## src/verilog/icache_pkg.sv

```systemverilog
package icache_pkg;

    // address split, physical addresses only
    localparam int ADDR_W   = 32;
    localparam int INDEX_W  = 6;
    localparam int OFFSET_W = 6;                          // byte offset in a 64-byte line
    localparam int TAG_W    = ADDR_W - INDEX_W - OFFSET_W; // 20 bits
    localparam int SETS     = 1 << INDEX_W;

    localparam int LINE_W  = 8 << OFFSET_W;  // 512
    localparam int FETCH_W = 64;             // two instructions per fetch
    localparam int WAYS    = 2;

    typedef logic [LINE_W-1:0] line_t;

    typedef struct packed {
        logic             valid;
        logic [TAG_W-1:0] tag;
    } tagv_t;

    typedef struct packed {
        logic [ADDR_W-1:0] addr;
    } fetch_req_t;

    typedef struct packed {
        logic [ADDR_W-1:0]  pc;
        logic [FETCH_W-1:0] data;
        logic               exc;   // fetch address exception
    } fetch_resp_t;

    // whole-line read, low offset bits zero
    typedef struct packed {
        logic [ADDR_W-1:0] addr;
    } mem_req_t;

    typedef logic [WAYS-1:0] way_sel_t;  // one-hot

endpackage

```

## src/verilog/lru_table.sv

```systemverilog
`timescale 1ns/10ps

module lru_table (
    input  logic                           clk,
    input  logic                           rstn,
    input  logic [icache_pkg::INDEX_W-1:0] i_index,
    input  logic                           i_we,
    input  icache_pkg::way_sel_t           i_used_way,
    output icache_pkg::way_sel_t           o_victim
);

    // one bit per set, 1 means way 1 was touched last
    logic [icache_pkg::SETS-1:0] mru;

    always_ff @(posedge clk) begin
        if (!rstn) begin
            mru <= '0;
        end else if (i_we) begin
            mru[i_index] <= i_used_way[1];
        end
    end

    // evict the way not used most recently
    always_comb begin
        if (mru[i_index]) begin
            o_victim = 2'b01;
        end else begin
            o_victim = 2'b10;
        end
    end

endmodule

```

## config.mk

```make
export PLATFORM = sky130hd
export DESIGN_NAME = lru_table
export DESIGN_NICKNAME = d
export VERILOG_FILES = /design/src/verilog/icache_pkg.sv /design/src/verilog/lru_table.sv
export SDC_FILE = /design/constraint.sdc
export NUM_CORES = 1
export LEC_CHECK = 0
export BUFFER_PORTS_ARGS = -buffer_cell sky130_fd_sc_hd__buf_4
export CAP_MARGIN = 10
export CORE_MARGIN = 2
export CORE_UTILIZATION = 43
export DETAILED_ROUTE_END_ITERATION = 8
export HOLD_SLACK_MARGIN = 0.1
export SKIP_CTS_REPAIR_TIMING = 1
export SLEW_MARGIN = 10
export SYNTH_ARGS = -nofsm -noshare
export SYNTH_HDL_FRONTEND = slang
export SYNTH_SLANG_ARGS = --single-unit
```

## constraint.sdc

```tcl
create_clock -name clk -period 1.5 [get_ports clk]
set_input_delay 0.15 -clock clk [delete_from_list [all_inputs] [get_ports clk]]
set_output_delay 0.15 -clock clk [all_outputs]
set_load 0.03 [all_outputs]
```

After elaboration in Yosys (flattened, before gate mapping)
Index checks and enable logic that the tools add are counted.
{"block": "totals", "output_inout_bits": 2, "register_bits": 64, "word_cells": 10}
{"block": "op_classes", "mux": 6, "order_cmp": 2, "reduce_logical": 1}
{"op": "$bwmux 64", "n": 1}
{"op": "$lt 6x7->1 const B", "n": 1}
{"op": "$bmux 1 s6", "n": 1}
{"op": "$demux 1 s6", "n": 1}
{"op": "$ge 6x1->1 const B", "n": 1}
{"op": "$mux 1", "n": 2}
{"op": "$mux 2", "n": 1}
{"op": "$logic_and 1x1->1", "n": 1}

Longest topological paths before layout
{"block": "depth", "ltp_word": 5, "mapped_depth": 8, "depth_no_buf": 5}

Worst setup path before layout
Ideal clock, no wire load.
{"block": "synth_path", "path_kind": "input -> output", "start": "in i_index[0] (netlist name)", "end": "out o_victim[1]", "cell_stages": 6, "t_required_ns": 1.350, "t_arrival_ns": 1.520, "path_slack_ns": -0.170, "path_cell_list": "buf_4 > and2b_1 > a221o_1 > a211oi_1 > o22a_1 > and4b_1"}
{"block": "synth_via", "elab_chain_cells": 3}
{"element": "start: declaration", "line": "lru_table.sv:6", "rtl": "input logic [icache_pkg::INDEX_W-1:0] i_index,"}
{"element": "$bmux 1 s6", "line": "lru_table.sv:25", "rtl": "if (mru[i_index]) begin"}
{"element": "$mux 1 (implied by the code)", "line": "lru_table.sv:25"}
{"element": "$mux 2", "line": "lru_table.sv:25"}
{"element": "end: declaration", "line": "lru_table.sv:9", "rtl": "output icache_pkg::way_sel_t o_victim"}
No other way between the ends. The select of a mux whose other input is x is not followed.

Final worst setup path
{"block": "layout_path", "start": "reg mru[61] (netlist name)", "end": "out o_victim[1]"}
{"block": "layout_via", "elab_chain_cells": 3}
{"element": "start: declaration", "line": "lru_table.sv:13", "rtl": "logic [icache_pkg::SETS-1:0] mru;"}
{"element": "start signal: indexed assignment", "line": "lru_table.sv:19", "rtl": "mru[i_index] <= i_used_way[1];"}
{"element": "$bmux 1 s6", "line": "lru_table.sv:25"}
{"element": "$mux 1 (implied by the code)", "line": "lru_table.sv:25"}
{"element": "$mux 2", "line": "lru_table.sv:25"}
No other way between the ends. The select of a mux whose other input is x is not followed.

==> run metrics <==
Seq cells post-synth 64; setup TNS -1160 ps; initial drt markers 352; final instance area 4110 sq um; HPWL Detailed 7070 um; post-synth cell types 44; Max clock buf depth 2; GP Congestion 0.886; CP arrival 1960 ps; critical path startpoint category register; Max FO, Critical Path 2; GR Util All Layers 25.7%; final WL 10500 um; Ports 13; largest net degree at the start of global routing 65; Largest Register mru; Largest regs mru: 64 flops; Initial Util 43.9%; I/O Buffers 11; DRC Markers 0; area grow syn2layout 21.6%; Die Y 92.6 um; highest-delay cell along the critical path mux4_2; clk sinks 64; fmax 473 MHz; core region area 7690 sq um; synthesized area per cell 8.61 sq um; CTS tree yes; DIE AREA 8580 sq um; CP cell instances mux4_2 > mux2i_1 > nor2_1 > a21oi_1 > and4b_2 > buf_6; MaxCap Viol Count 0; GRT met3 Usage 5.61%; smallest hold slack 316 ps; sequential fraction of the synthesis area 37.9%; Synth Warn # 0; clock latency at the later pin of the worst-skew pair 340 ps; initial antenna violation count 0; Final Hold Vio Count 0; vias in the first global route 3133; fin crit share 141%; ANT nets after route 0; Crit path buffers/inverters 1; first-pass GRT wire length 16700 um; Pre-antenna DRT Iters 5; failing checks setup timing; clock skew 0 ps; placed inst area 3900 sq um; fin nets 453; Worst EP required 1350 ps; Internal 2680 uW; met1 usage 34.7%; worst-margin pin slew 571 ps; clock power share 40.6%; CTS H-tree lvls 3; RSZ-0062 raised after global routing true; share of post-route cells with drive strength above 1 24.9%; Yosys top cell by area dfxtp_1; LEAKAGE 0.00141 uW; PD cells 877 nW/um^2; Setup WS post-layout -612 ps; filler cell count 735; peak supply drop 431 uV; via count 3302; HP Class in2reg; final setup vio count 2; Reg power frac 47.5%; instance count of the mapped netlist 392; net switching power 925 uW; global route overflow 0; Crit path max-delay family multiplexers; n_diodes 0; area of the mapped netlist 3380 sq um; Vias/cell 6.03; Min Clock Period, post-route 2110 ps; M2 GR Usage 40.0%; Yosys top cell area share 37.9%; crit-path max cell delay 470 ps; wire length per cell 19.2 um; syn nets 403; Slew HR 61.9%; Clock Pin Slew Worst Setup and Hold Paths 80 ps; Critical Path Sink Type primary output; FF-to-FF setup slack 820 ps; critical path class reg2out; max-slew violation count 0; CTS Root Cell clkbuf_8; status finished, violations left; Die W 92.6 um; gr busiest metal met2; Comb pwr share 12.0%; FP Rows 32; max reg flops 64; CTS Buf Count 9; Net Sw Frac 25.7%; most area-consuming cells after synthesis dfxtp_1 (38%), a21boi_0 (14%), nand3_1 (11%), o21ai_0 (9.9%), mux4_2 (5.3%)
[cell usage in the layout (no fill, tap or decap), drive strengths merged, types with 8 or more instances in the layout]
master / count
o21ai: 67
dfxtp: 64
mux2i: 9
buf: 74
mux4: 8
clkbuf: 11
nand2: 9
nand3: 72
nor2: 12
a21boi: 65
[Yosys cell counts, drive strengths merged]
cell type	count
a211oi	1
a21boi	65
a21oi	4
a221o	1
a221oi	4
and2	2
and2b	1
and3	2
and3b	2
and4b	1
buf	14
clkbuf	21
dfxtp	64
inv	3
mux2	1
mux2i	9
mux4	8
nand2	9
nand2b	3
nand3	72
nand3b	4
nand4	1
nand4b	1
nor2	12
nor2b	3
nor3	3
nor3b	2
o21ai	67
o221a	1
o221ai	2
o22a	1
o22ai	1
o311ai	1
or2	1
or3	3
or3b	2
[path summary, 6_finish.rpt]
kind	cells past startpoint	from	endpoint
setup / recovery	6	mru[61]$_SDFFE_PN0P_	o_victim[1]
hold / removal	4	i_used_way[1]	mru[22]$_SDFFE_PN0P_
setup reg to reg	2	mru[26]$_SDFFE_PN0P_	mru[26]$_SDFFE_PN0P_
hold reg to reg	2	mru[18]$_SDFFE_PN0P_	mru[18]$_SDFFE_PN0P_
[power by group through the flow]
| stage | logic (uW) | clock network [uW] | registers (uW) |
|---|---|---|---|
| detailed placement | 418 | 0 | 1750 |
| finish | 430 | 1460 | 1710 |
| CTS | 419 | 1480 | 1710 |
| global route | 456 | 1560 | 1710 |
| global placement | 416 | 0 | 1750 |
| floorplan | 244 | 0 | 1750 |
[through the flow]
step / setup WS [ps] / utilization, % / total power [uW] / cells
floorplan: -106 / - / 1990 / 392
global placement: -383 / 50.8 / 2160 / 533
detailed placement: -389 / 50.8 / 2170 / 533
CTS: -637 / 53.2 / 3610 / 548
global route: -668 / 53.4 / 3730 / 548
finish: -612 / 53.4 / 3600 / 548
[cell families after synthesis]
group           count (synthesis)  synth area share [%]
compound gates                148                  28.2
flops                          64                  37.9
simple gates                  124                  19.9
mux                            18                  8.34
buf+inv                        38                  5.63
[routing by layer]
layer / vias up / share of wire, %
li1: 1544 / -
met1: 1607 / 44
met2: 132 / 46
met3: 19 / 7.8
met4: 0 / 2.0
met5: - / 0
[area by class of cell]
class	instances	area (sq um)	area share, %
Sequential cell	64	1280	31.2
Tap cell	102	128	3.11
Multi-Input combinational cell	290	1920	46.8
Inverter	3	11.3	0.274
Timing Repair Buffer	74	576	14.0
Clock inverter	4	45.0	1.10
Clock buffer	11	141	3.44
[worst register-to-register path, delay by kind of cell (launching register included)]
kind / cells / cell delay [ps]
AO/OA/AOI/OAI: 2 / 260
flip-flops: 1 / 350
Power figures use the tool's default switching activity.
