`config.mk`:
```
export PLATFORM = sky130hd
export DESIGN_NAME = icache_ctrl
export DESIGN_NICKNAME = d
export VERILOG_FILES = /design/src/verilog/icache_pkg.sv /design/src/verilog/icache_ctrl.sv
export SDC_FILE = /design/constraint.sdc
export NUM_CORES = 1
export LEC_CHECK = 0
export BUFFER_PORTS_ARGS = -buffer_cell sky130_fd_sc_hd__buf_2
export CORE_AREA = 4 4 41 43
export CTS_CLUSTER_DIAMETER = 100
export DETAILED_ROUTE_END_ITERATION = 10
export DIE_AREA = 0 0 45 47
export HOLD_SLACK_MARGIN = 0.15
export PLACE_DENSITY = 0.45
export SETUP_SLACK_MARGIN = 0.2
export SKIP_CTS_REPAIR_TIMING = 1
export SLEW_MARGIN = 10
export SYNTH_ARGS = -nofsm -noshare
export SYNTH_HDL_FRONTEND = slang
export SYNTH_SLANG_ARGS = --single-unit
```
`constraint.sdc`:
```
create_clock -name clk -period 1.4 [get_ports clk]
set_input_delay 0.14 -clock clk [delete_from_list [all_inputs] [get_ports clk]]
set_output_delay 0.14 -clock clk [all_outputs]
set_load 0.01 [all_outputs]
```
`src/verilog/icache_pkg.sv`:
```
package icache_pkg;

    // address split, physical addresses only
    localparam int ADDR_W   = 32;
    localparam int INDEX_W  = 6;
    localparam int OFFSET_W = 6;                          // byte offset in a 64-byte line
    localparam int TAG_W    = ADDR_W - INDEX_W - OFFSET_W; // 20 bits
    localparam int SETS     = 1 << INDEX_W;

    localparam int LINE_W  = 8 << OFFSET_W;  // 512
    localparam int FETCH_W = 64;             // two instructions per fetch
    localparam int WAYS    = 2;

    typedef logic [LINE_W-1:0] line_t;

    typedef struct packed {
        logic             valid;
        logic [TAG_W-1:0] tag;
    } tagv_t;

    typedef struct packed {
        logic [ADDR_W-1:0] addr;
    } fetch_req_t;

    typedef struct packed {
        logic [ADDR_W-1:0]  pc;
        logic [FETCH_W-1:0] data;
        logic               exc;   // fetch address exception
    } fetch_resp_t;

    // whole-line read, low offset bits zero
    typedef struct packed {
        logic [ADDR_W-1:0] addr;
    } mem_req_t;

    typedef logic [WAYS-1:0] way_sel_t;  // one-hot

endpackage

```
`src/verilog/icache_ctrl.sv`:
```
`timescale 1ns/10ps

module icache_ctrl (
    input  logic                 clk,
    input  logic                 rstn,
    input  logic                 i_req_valid,
    input  logic                 i_hit,
    input  icache_pkg::way_sel_t i_hit_way,
    input  logic                 i_misaligned,
    input  icache_pkg::way_sel_t i_victim,
    input  logic                 i_mem_ready,
    output logic                 o_req_ready,
    output logic                 o_buf_load,
    output logic                 o_from_refill,
    output logic                 o_resp_valid,
    output logic                 o_mem_valid,
    output icache_pkg::way_sel_t o_way_we,
    output logic                 o_lru_we,
    output icache_pkg::way_sel_t o_lru_way
);

    typedef enum logic [1:0] {
        S_IDLE,
        S_LOOKUP,
        S_MISS,
        S_REFILL
    } state_t;

    state_t state;
    state_t next_state;
    logic   lookup_done;  // answered without memory
    logic   accept;

    assign lookup_done = (state == S_LOOKUP) && (i_hit || i_misaligned);

    // only a pending miss blocks new requests
    assign o_req_ready = (state == S_IDLE) || (state == S_REFILL) || lookup_done;
    assign accept      = i_req_valid && o_req_ready;
    assign o_buf_load  = accept;

    always_ff @(posedge clk) begin
        if (!rstn) begin
            state <= S_IDLE;
        end else begin
            state <= next_state;
        end
    end

    always_comb begin
        next_state = state;
        case (state)
            S_IDLE: begin
                if (accept) begin
                    next_state = S_LOOKUP;
                end
            end
            S_LOOKUP: begin
                if (!lookup_done) begin
                    next_state = S_MISS;
                end else if (!accept) begin
                    next_state = S_IDLE;
                end
            end
            S_MISS: begin
                if (i_mem_ready) begin  // line sampled on this edge
                    next_state = S_REFILL;
                end
            end
            S_REFILL: begin
                next_state = accept ? S_LOOKUP : S_IDLE;
            end
            default: begin
                next_state = S_IDLE;
            end
        endcase
    end

    always_comb begin
        o_resp_valid  = lookup_done;
        o_mem_valid   = (state == S_MISS);
        o_from_refill = 1'b0;
        o_way_we      = '0;
        o_lru_we      = lookup_done && !i_misaligned;  // touch the hit way
        o_lru_way     = i_hit_way;
        if (state == S_REFILL) begin
            o_resp_valid  = 1'b1;
            o_from_refill = 1'b1;
            o_way_we      = i_victim;
            o_lru_we      = 1'b1;
            o_lru_way     = i_victim;
        end
    end

    // arrays change only right after a memory handshake, one way at a time
    a_way_write: assert property (@(posedge clk) disable iff (!rstn)
        (|o_way_we) |-> $onehot(o_way_we) && $past(o_mem_valid && i_mem_ready));

endmodule

```
Word level (Yosys, flattened, before mapping) --
Cells that the tools add are included.
Word-level totals: bits of input ports 10, flip-flop bits (word level) 2, output and inout bits 10
Cells by class: eq/ne operators 6, mux-type cells 11, reductions and logical operators 9
Operators by type and width (count):
- two-way mux 2 bit | 6
- one-hot mux 2 bit (4 select lines) | 1
- == test 2 bit (second input constant) | 2
- two-way mux 1 bit | 4
- != test 2 bit (second input constant) | 2
- logical AND 1 bit | 3
- logical OR 1 bit | 3
- != test 3 bit (second input constant) | 1
- AND reduction 3 bit | 1
- == test 2 x 1 -> 1 bit (second input constant) | 1
- zero test 2 bit | 1
- zero test 1 bit | 1

Logic depth before layout (Yosys ltp) --
Gate-level depths: netlist (run 1).
word-level depth 7, gate-level depth with buffers 6, mapped depth without buffers 6

Least setup slack after synthesis (run 1) --
Ideal clock, no wire load.
path type register -> register, start reg state[0], end reg (tool-made name), path slack -0.040 ns, data required time 1.275 ns, clock period less this slack 1.440 ns, setup time 0.125 ns, data arrival time 1.315 ns, cell stages (with the launch flop) 7, cells stage by stage dfxtp_1 inv_1 ha_1 and2b_1 o221ai_2 o211ai_1 o31ai_1
RTL lines:
- start, declared | line icache_ctrl.sv:29 | state_t state;
- start signal, assigned | line icache_ctrl.sv:45 | state <= next_state;

==> summary.txt, run 1 <==
Run status
  • Status: finished, violations left
  • Failing checks: negative setup slack

Synth
  • Synthesized flop and latch total: 2
  • Largest area contributor in the synthesized netlist: ha_1
  • Synth warn: 0
  • Syn Nets: 45
  • Synth Instances: 31
  • Mapped Area: around 260 um2
  • Cell variety after synth: 17
  • Syn_area_per_cell: between 8 and 9 um2
  • Area share of the largest cell type after synthesis: 0.194
  • Synth top area cells: ha_1 (19%), dfxtp_1 (16%), mux2_2 (8.7%), inv_1 (7.3%), a21oi_1 (5.8%)
  • Sequential area share after synthesis: 0.155

Power and ir drop
  • Max IR drop VDD: 0.429 mV
  • Lkg Pwr: around 0.27 nW
  • Tot Pwr: 0.000544 W
  • PD cells: 1020 nW/um2

Global routing
  • Met1 Track Usage GR: 0.0811
  • Wire length of the first global-routing pass: approximately 1.1 mm
  • Grt ovf: 0
  • Routing usage on met2: 0.119
  • GRT busiest layer: met2
  • Largest net degree at the start of global routing: 8
  • Vias in the first global route: 273
  • All-Layer GR Usage: 0.0748
  • Antenna violations before repair: 0
  • M3 GR Usage: 0.0192

STA
  • RSZ-0062 raised after global routing: yes
  • Tcrit/Tclk final: 1.03
  • Worst slew pin tran: 0.235 ns
  • Setup violations, final: 2
  • Fmax: between 600 and 700 MHz
  • Setup WS post-layout: -0.0454 ns
  • Fin. max-slew vios: 0
  • Final Hold Fails: 0
  • Clock skew: 0.00325 ns
  • Hold WS: about 0.21 ns
  • Crit path time final: roughly 1.4 ns
  • Slew headroom: 0.843

Routing
  • DR vias/cell: 4.34
  • Routed length per placed instance: about 11 um
  • DRC Markers: 0
  • Routed Wire Length: 810 um
  • First-pass iteration count of the detailed router: 2
  • Routed vias: ~320
  • Antenna Nets Post-Route: 0
  • 1st-iter DRT viols: 3

Clocking
  • Total CTS buffers: 3
  • Worst-path clk slew: 0.03 ns
  • Clock Sinks: 2
  • CTS tree: done
  • H-tree Lvls: 1
  • Worst skew pair latency: 0.23 ns
  • Root buf cell: clkbuf_4
  • CTS max path bufs: 2

Min path
  • Hold Crit Class: input pin to flop
  • Hold_sp: rstn

Floorplanning
  • Die footprint: 2120 um2
  • Initial core utilization: 0.198
  • Core area: roughly 1300 um2
  • Row count: 13
  • I/O pin total: 20
  • Die H: between 40 and 50 um
  • Die Wd: approximately 45 um

Place
  • PortBufs: 19
  • Setup WS pre-CTS: about 0.043 ns
  • HPWL after DPL: 610 um
  • Post-Place Cells: between 60 and 70
  • Gpl congestion: approximately 0.76

Finish
  • Final core occ: 0.408
  • Fin cells: 74
  • P&R area growth vs syn: 106%
  • Share of layout cells above drive strength 1: 0.712
  • Number of diodes: 0
  • Nets: 75

Worst setup path
  • CP endpoint kind: output port
  • RR Startpoint: state[0]
  • Req. time, crit path: about 1.3 ns
  • Setup Crit Path Kind: flop to output port
  • Worst-path fanout max: 3
  • Worst Setup Start Kind: flop
  • Worst Path Arrival: approximately 1.3 ns

Flow run
  • MaxCap Viol Count: 0
## kinds of logic after synthesis
kind of cell	synth area share
AO/OA/AOI/OAI	0.272
adder cells (fa/ha/maj)	0.194
AND/OR/NAND/NOR	0.218
multiplexers	0.0874
buffers and inverters	0.0728
flip-flops	0.155
## layer usage
layer / vias up / share of wire
li1: 164 / -
met1: 149 / 0.43
met2: 8 / 0.50
met3: 0 / 0.070
met4: 0 / 0
met5: - / 0
## per-stage QoR
step	area, um2	TNS [ns]
after floorplan	273	0
after global placement	409	0
after detailed placement	409	0
after CTS	432	-0.427
after global routing	531	-0.382
final	531	-0.0650
## placed cells by master (no fill, tap or decap), drive strengths merged
master,synthesis,routed
o32ai,1,1
ha,4,4
a21o,1,1
dfxtp,2,2
o221ai,1,1
o31ai,1,1
o211ai,1,1
a21oi,3,3
nand2,2,2
clkbuf,0,3
and2,2,2
buf,0,25
nand3b,1,1
o21ai,1,1
mux2,2,2
nand2b,1,1
inv,5,5
or2b,1,1
and2b,2,2
## path summary, 6_finish.rpt
path,end,slack (ns),cells after the start
worst max-delay path,o_lru_we,-0.05,5
worst min register to register,state[0],0.54,2
worst max register to register,flop,0.03,6
worst min-delay path,flop,0.21,3
## cell usage after synthesis
library cell	instances
ha_1	4
dfxtp_1	2
nand2_1	2
and2_1	2
a21oi_1	3
o211ai_1	1
o31ai_1	1
o32ai_1	1
and2b_1	2
nand3b_1	1
a21o_1	1
or2b_1	1
mux2_2	2
nand2b_1	1
inv_1	5
o221ai_2	1
o21ai_2	1
## power breakdown
part	internal (W)	total [W]	leakage, nW	switching [W]
clock	0.0000947	0.000129	0.0138	0.0000341
sequential	0.0000756	0.000103	0.0178	0.0000274
combinational	0.000167	0.000312	0.240	0.000145
total	0.000337	0.000544	0.271	0.000206
## worst max-delay path: stages (launching register included)
cell and delay, ns:
dfxtp_4 0.36, inv_2 0.06, ha_2 0.19, and2b_1 0.17, a21o_1 0.17, buf_2 0.13
## area by class of cell
class,count,area (um2)
clock buffer,3,22.5
fill,144,771
inverter,5,21.3
timing repair buffer,25,171
tap,15,18.8
multi-input combinational,24,249
sequential,2,47.5
Note: power is estimated with default switching activity, not from simulation.
==> run 2, diff against run 1 <==
==> constraint.sdc (replaced) <==
create_clock -name clk -period 1.25 [get_ports clk]
set_input_delay 0.125 -clock clk [delete_from_list [all_inputs] [get_ports clk]]
set_output_delay 0.125 -clock clk [all_outputs]
set_load 0.01 [all_outputs]
==> run 2 against run 1 <==
Compared with the run above:
- the flow still finishes with violations (negative setup slack)
- via count increased by 1.2%
- register-to-register slack got worse by 0.16 ns
- wire length increased by 20%
- first-iteration DRC count decreased by 100%
- clock skew increased by 0.0056 ns
- clock-buffer cell count unchanged
- die area unchanged
- critical path depth unchanged
- total power increased by 27%
- combinational power increased by 35%
- largest cell class unchanged
- largest power group unchanged
==> summary.txt, run 2 (synthesis gave the netlist of run 1 again) <==
Min path
  • Hold Crit Class: input pin to flop

Global routing
  • Grt ovf: 0 (unchanged)
  • Wire length of the first global-routing pass: 1.32 mm (+18%)
  • Vias in the first global route: 304 (+11%)
  • Antenna violations before repair: 0 (unchanged)
  • Largest net degree at the start of global routing: 8 (unchanged)
  • All-Layer GR Usage: 0.0969 (+0.0220)

STA
  • Slew headroom: 0.863 (+0.0196)
  • Tcrit/Tclk final: 1.12
  • Hold WS: 0.187 ns (-0.0237 ns)
  • Final Hold Fails: 0 (unchanged)
  • Fmax: about 710 MHz
  • Setup WS post-layout: -0.150 ns (-0.105 ns)
  • RSZ-0062 raised after global routing: yes
  • Worst slew pin tran: 0.205 ns (-0.0300 ns)
  • Clock skew: 0.00889 ns (+0.00565 ns)
  • Fin. max-slew vios: 0 (unchanged)
  • Setup violations, final: 9 (+7)
  • Crit path time final: between 1 and 1.5 ns

Floorplanning
  • Die Wd: 45 um (unchanged)
  • Die H: 47 um (unchanged)
  • Core area: 1300 um2 (unchanged)
  • Row count: 13 (unchanged)
  • Initial core utilization: 0.198 (unchanged)
  • I/O pin total: 20 (unchanged)
  • Die footprint: 2120 um2 (unchanged)

Clocking
  • CTS max path bufs: 2 (unchanged)
  • CTS tree: done
  • H-tree Lvls: 1 (unchanged)
  • Clock Sinks: 2 (unchanged)
  • Worst-path clk slew: 0.03 ns (about the same)
  • Worst skew pair latency: 0.23 ns (about the same)
  • Total CTS buffers: 3 (unchanged)
  • Root buf cell: clkbuf_4

Worst setup path
  • Setup Crit Path Kind: flop to output port
  • Slowest-stage cell, CP: dfxtp_4
  • Worst Path Arrival: 1.28 ns (-0.03 ns)
  • Worst path max stage delay: 0.36 ns (about the same)
  • CP endpoint kind: output port
  • Cell Chain, Critical Path: inv_4 > ha_4 > and2b_1 > a21o_1 > buf_2
  • Req. time, crit path: 1.12 ns (-0.14 ns)
  • Worst Setup Start Kind: flop
  • Worst-path fanout max: 3 (unchanged)

Routing
  • Antenna Nets Post-Route: 0 (unchanged)
  • Routed Wire Length: 972 um (+20%)
  • First-pass iteration count of the detailed router: 1 (-1)
  • DRC Markers: 0 (unchanged)
  • 1st-iter DRT viols: 0 (-3)
  • Routed vias: 325 (+1.2%)
  • DR vias/cell: 4.33 (-0.10%)
  • Routed length per placed instance: 13.0 um (+18%)

Finish
  • P&R area growth vs syn: 120%
  • Nets: 76 (+1.3%)
  • Design area: 567 um2 (+6.8%)
  • Share of layout cells above drive strength 1: 0.717 (+0.00480)
  • Number of diodes: 0 (unchanged)
  • Commonest cells after routing, fill and taps aside: buf_2 (14), buf_6 (6), buf_4 (6)
  • Most common cell after layout, fill and taps aside: buf_2

Place
  • PortBufs: 19 (unchanged)
  • Post-DP Area: 424 um2 (+3.7%)
  • HPWL after DPL: 626 um (+2.6%)
  • Gpl congestion: 0.768 (+1.7%)

Run status
  • Status: finished, violations left
  • Failing checks: negative setup slack

Power and ir drop
  • Lkg Pwr: 0.283 nW (+4.5%)
  • Max IR drop VDD: 0.600 mV (+40%)
  • Tot Pwr: 0.000688 W (+27%)
  • PD cells: 1210 nW/um2 (+18%)

Flow run
  • MaxCap Viol Count: 0 (unchanged)
## run 2: worst max-delay path: cells and delay by family (launching register included)
family                   cells  cell delay [ns]
AND/OR/NAND/NOR              1             0.17
adder cells (fa/ha/maj)      1             0.16
flip-flops                   1             0.36
AO/OA/AOI/OAI                1             0.18
buffers and inverters        2             0.18
## run 2: final timing paths
| check | startpoint | endpoint | slack, ns | cells after the start |
|---|---|---|---|---|
| max | flop | o_lru_we | -0.15 | 5 |
| min | rstn | state[0] | 0.19 | 3 |
| max reg2reg | state[0] | flop | -0.13 | 6 |
| min reg2reg | state[0] | state[0] | 0.57 | 2 |
## run 2: layer usage
layer,global-route usage,vias up,part of all wire,wire length [um]
met5,0,-,0,0
met4,0.140,0,0.051,50
met3,0.0345,5,0.065,63
met2,0.110,13,0.48,471
met1,0.115,138,0.40,387
li1,-,169,-,-
## run 2: power breakdown
| group | total [W] | internal (W) | switching (W) |
|---|---|---|---|
| Combinational | 0.000422 | 0.000228 | 0.000194 |
| Clock | 0.000149 | 0.000106 | 0.0000425 |
| Sequential | 0.000117 | 0.0000847 | 0.0000324 |
| Total | 0.000688 | 0.000419 | 0.000269 |
## run 2: metrics by stage
step	std cells	setup slack, ns	util	setup TNS (ns)
3_3_place_gp	70	-0.0735	0.326	-0.124
4_1_cts	73	-0.258	0.343	-1.39
2_1_floorplan	31	-0.0536	-	-0.0712
6_report	75	-0.150	0.436	-1.01
5_1_grt	75	-0.211	0.436	-1.45
3_5_place_dp	70	-0.0888	0.326	-0.143
## run 2: final cells by class
| cell class | instances | area (um2) |
|---|---|---|
| inverter | 5 | 23.8 |
| multi-input combinational | 24 | 272 |
| sequential | 2 | 47.5 |
| timing repair buffer | 26 | 183 |
| fill | 138 | 734 |
| clock buffer | 3 | 22.5 |
| tap | 15 | 18.8 |
==> run 3, diff against run 2 <==
--- a/config.mk
+++ b/config.mk
@@ -11,7 +11,7 @@
 export DETAILED_ROUTE_END_ITERATION = 10
 export DIE_AREA = 0 0 45 47
 export HOLD_SLACK_MARGIN = 0.15
-export PLACE_DENSITY = 0.45
+export PLACE_DENSITY = 0.58
 export SETUP_SLACK_MARGIN = 0.2
 export SKIP_CTS_REPAIR_TIMING = 1
 export SLEW_MARGIN = 10
==> run 3 against run 2 <==
Compared with the run above:
- the run still ends with negative setup slack left
- setup slack worse by 0.0054 ns
- utilization increased by 1.3 points
- sequential share of layout area is 0.23 points lower
- combinational power rose by 8.8%
- first-iteration DRC count increased by 1
- highest routed layer unchanged
- die area unchanged
==> summary.txt, run 3 (synthesis gave the netlist of run 1 again) <==
Clocking
  • Clock Sinks: 2 (unchanged)
  • Total CTS buffers: 3 (unchanged)
  • CTS max path bufs: 2 (unchanged)
  • Worst-path clk slew: 0.03 ns (about the same)
  • H-tree Lvls: 1 (unchanged)
  • CTS tree: done
  • Root buf cell: clkbuf_4
  • Worst skew pair latency: 0.23 ns (about the same)

Floorplanning
  • Core area: 1300 um2 (unchanged)
  • Initial core utilization: 0.198 (unchanged)
  • I/O pin total: 20 (unchanged)
  • Row count: 13 (unchanged)
  • Die H: 47 um (unchanged)
  • Die footprint: 2120 um2 (unchanged)
  • Die Wd: 45 um (unchanged)

Flow run
  • MaxCap Viol Count: 0 (unchanged)

Global routing
  • All-Layer GR Usage: 0.0898 (-0.00702)
  • Wire length of the first global-routing pass: 1.28 mm (-3.1%)
  • Largest net degree at the start of global routing: 8 (unchanged)
  • Vias in the first global route: 317 (+4.3%)
  • Antenna violations before repair: 0 (unchanged)
  • Grt ovf: 0 (unchanged)

STA
  • RSZ-0062 raised after global routing: yes
  • Fin. max-slew vios: 0 (unchanged)
  • Fmax: 712 MHz (-0.39%)
  • Tcrit/Tclk final: 1.12 (+0.00433)
  • Setup violations, final: 9 (unchanged)
  • Setup WS post-layout: -0.155 ns (-0.00541 ns)
  • Worst slew pin tran: 0.224 ns (+0.0190 ns)
  • Setup TNS: -0.942 ns (+0.0659 ns)
  • Final Hold Fails: 0 (unchanged)
  • Crit path time final: 1.41 ns (+0.00541 ns)
  • Clock skew: 0.00226 ns (-0.00663 ns)
  • Slew headroom: 0.851 (-0.0122)

Worst setup path
  • CP endpoint kind: flop
  • Cell Chain, Critical Path: inv_2 > ha_4 > and2b_1 > o221ai_4 > o211ai_1 > o31ai_1
  • Slowest-stage cell, CP: dfxtp_4
  • Worst path max stage delay: 0.38 ns (+0.02 ns)
  • Worst-path fanout max: 4 (+1)
  • Req. time, crit path: 1.35 ns (+0.23 ns)
  • Setup Crit Path Kind: flop to flop
  • Worst Path Arrival: 1.51 ns (+0.23 ns)
  • Worst Setup Start Kind: flop

Routing
  • Antenna Nets Post-Route: 0 (unchanged)
  • DRC Markers: 0 (unchanged)
  • Routed length per placed instance: 13.3 um (+2.5%)
  • Routed vias: 343 (+5.5%)
  • 1st-iter DRT viols: 1 (+1)
  • DR vias/cell: 4.51 (+4.1%)
  • First-pass iteration count of the detailed router: 2 (+1)
  • Routed Wire Length: 1.01 mm (+3.9%)

Place
  • Post-DP Area: 424 um2 (unchanged)
  • PortBufs: 19 (unchanged)
  • Post-Place Cells: 70 (unchanged)
  • HPWL after DPL: 697 um (+11%)
  • Gpl congestion: 0.665 (-13%)

Finish
  • Fin cells: 76 (+1.3%)
  • Number of diodes: 0 (unchanged)
  • P&R area growth vs syn: 126%
  • Design area: 583 um2 (+2.9%)
  • Share of layout cells above drive strength 1: 0.738 (+0.0210)
  • Most common cell after layout, fill and taps aside: buf_2
  • Commonest cells after routing, fill and taps aside: buf_2 (14), buf_6 (7), buf_4 (6)
  • Nets: 77 (+1.3%)

Run status
  • Failing checks: negative setup slack
  • Status: finished, violations left

Power and ir drop
  • Lkg Pwr: 0.292 nW (+3.0%)
  • PD cells: 1230 nW/um2 (+1.6%)
  • Max IR drop VDD: 0.499 mV (-17%)
  • Tot Pwr: 0.000719 W (+4.5%)

Min path
  • Hold Crit Class: input pin to flop
-- run 3: cell count changes in the layout (fill, tap and decap cells not counted), sizes merged --
cell	change
buf	+1
-- run 3: layout make-up --
| type | instances | area, um2 |
|---|---|---|
| multi-input cells | 24 | 279 |
| flip-flops and latches | 2 | 47.5 |
| well taps | 15 | 18.8 |
| inverters | 5 | 21.3 |
| repair buffers | 27 | 194 |
| fillers | 134 | 718 |
| clock buffers | 3 | 22.5 |
-- run 3: per-layer routing --
metal	part of all wire	GRT usage	vias up	routed length [um]
met2	0.57	0.138	7	574
met3	0.041	0.0345	4	41
met1	0.37	0.0880	161	370
met4	0.023	0.0994	0	23
li1	-	-	171	-
met5	0	0	-	0
-- run 3: final timing paths --
check / slack, ns / end / startpoint / cells past startpoint
setup / recovery: -0.16 / flop / state[0] / 6
hold / removal: 0.21 / state[0] / i_req_valid / 3
setup reg to reg: -0.16 / flop / state[0] / 6
hold reg to reg: 0.56 / state[0] / state[0] / 2
-- run 3: through the flow --
stage / worst slack [ns] / hold WS [ns] / util
after floorplan: -0.0536 / 0.273 / -
after global placement: -0.0719 / 0.426 / 0.326
after detailed placement: -0.118 / 0.433 / 0.326
after CTS: -0.245 / 0.196 / 0.343
after global routing: -0.241 / 0.216 / 0.448
final: -0.155 / 0.205 / 0.448
-- run 3: critical path, delay by kind of cell, from the launching register on --
family | cells | cell delay [ns]
compound gates | 3 | 0.40
fa+ha+maj | 1 | 0.21
buf+inv | 1 | 0.07
flops | 1 | 0.38
simple gates | 1 | 0.23
-- run 3: power by group --
part	switching, W	internal (W)	total [W]	leakage, nW
Combinational	0.000210	0.000249	0.000459	0.260
Clock	0.0000409	0.000106	0.000147	0.0138
Sequential	0.0000285	0.0000846	0.000113	0.0178
Total	0.000279	0.000440	0.000719	0.292
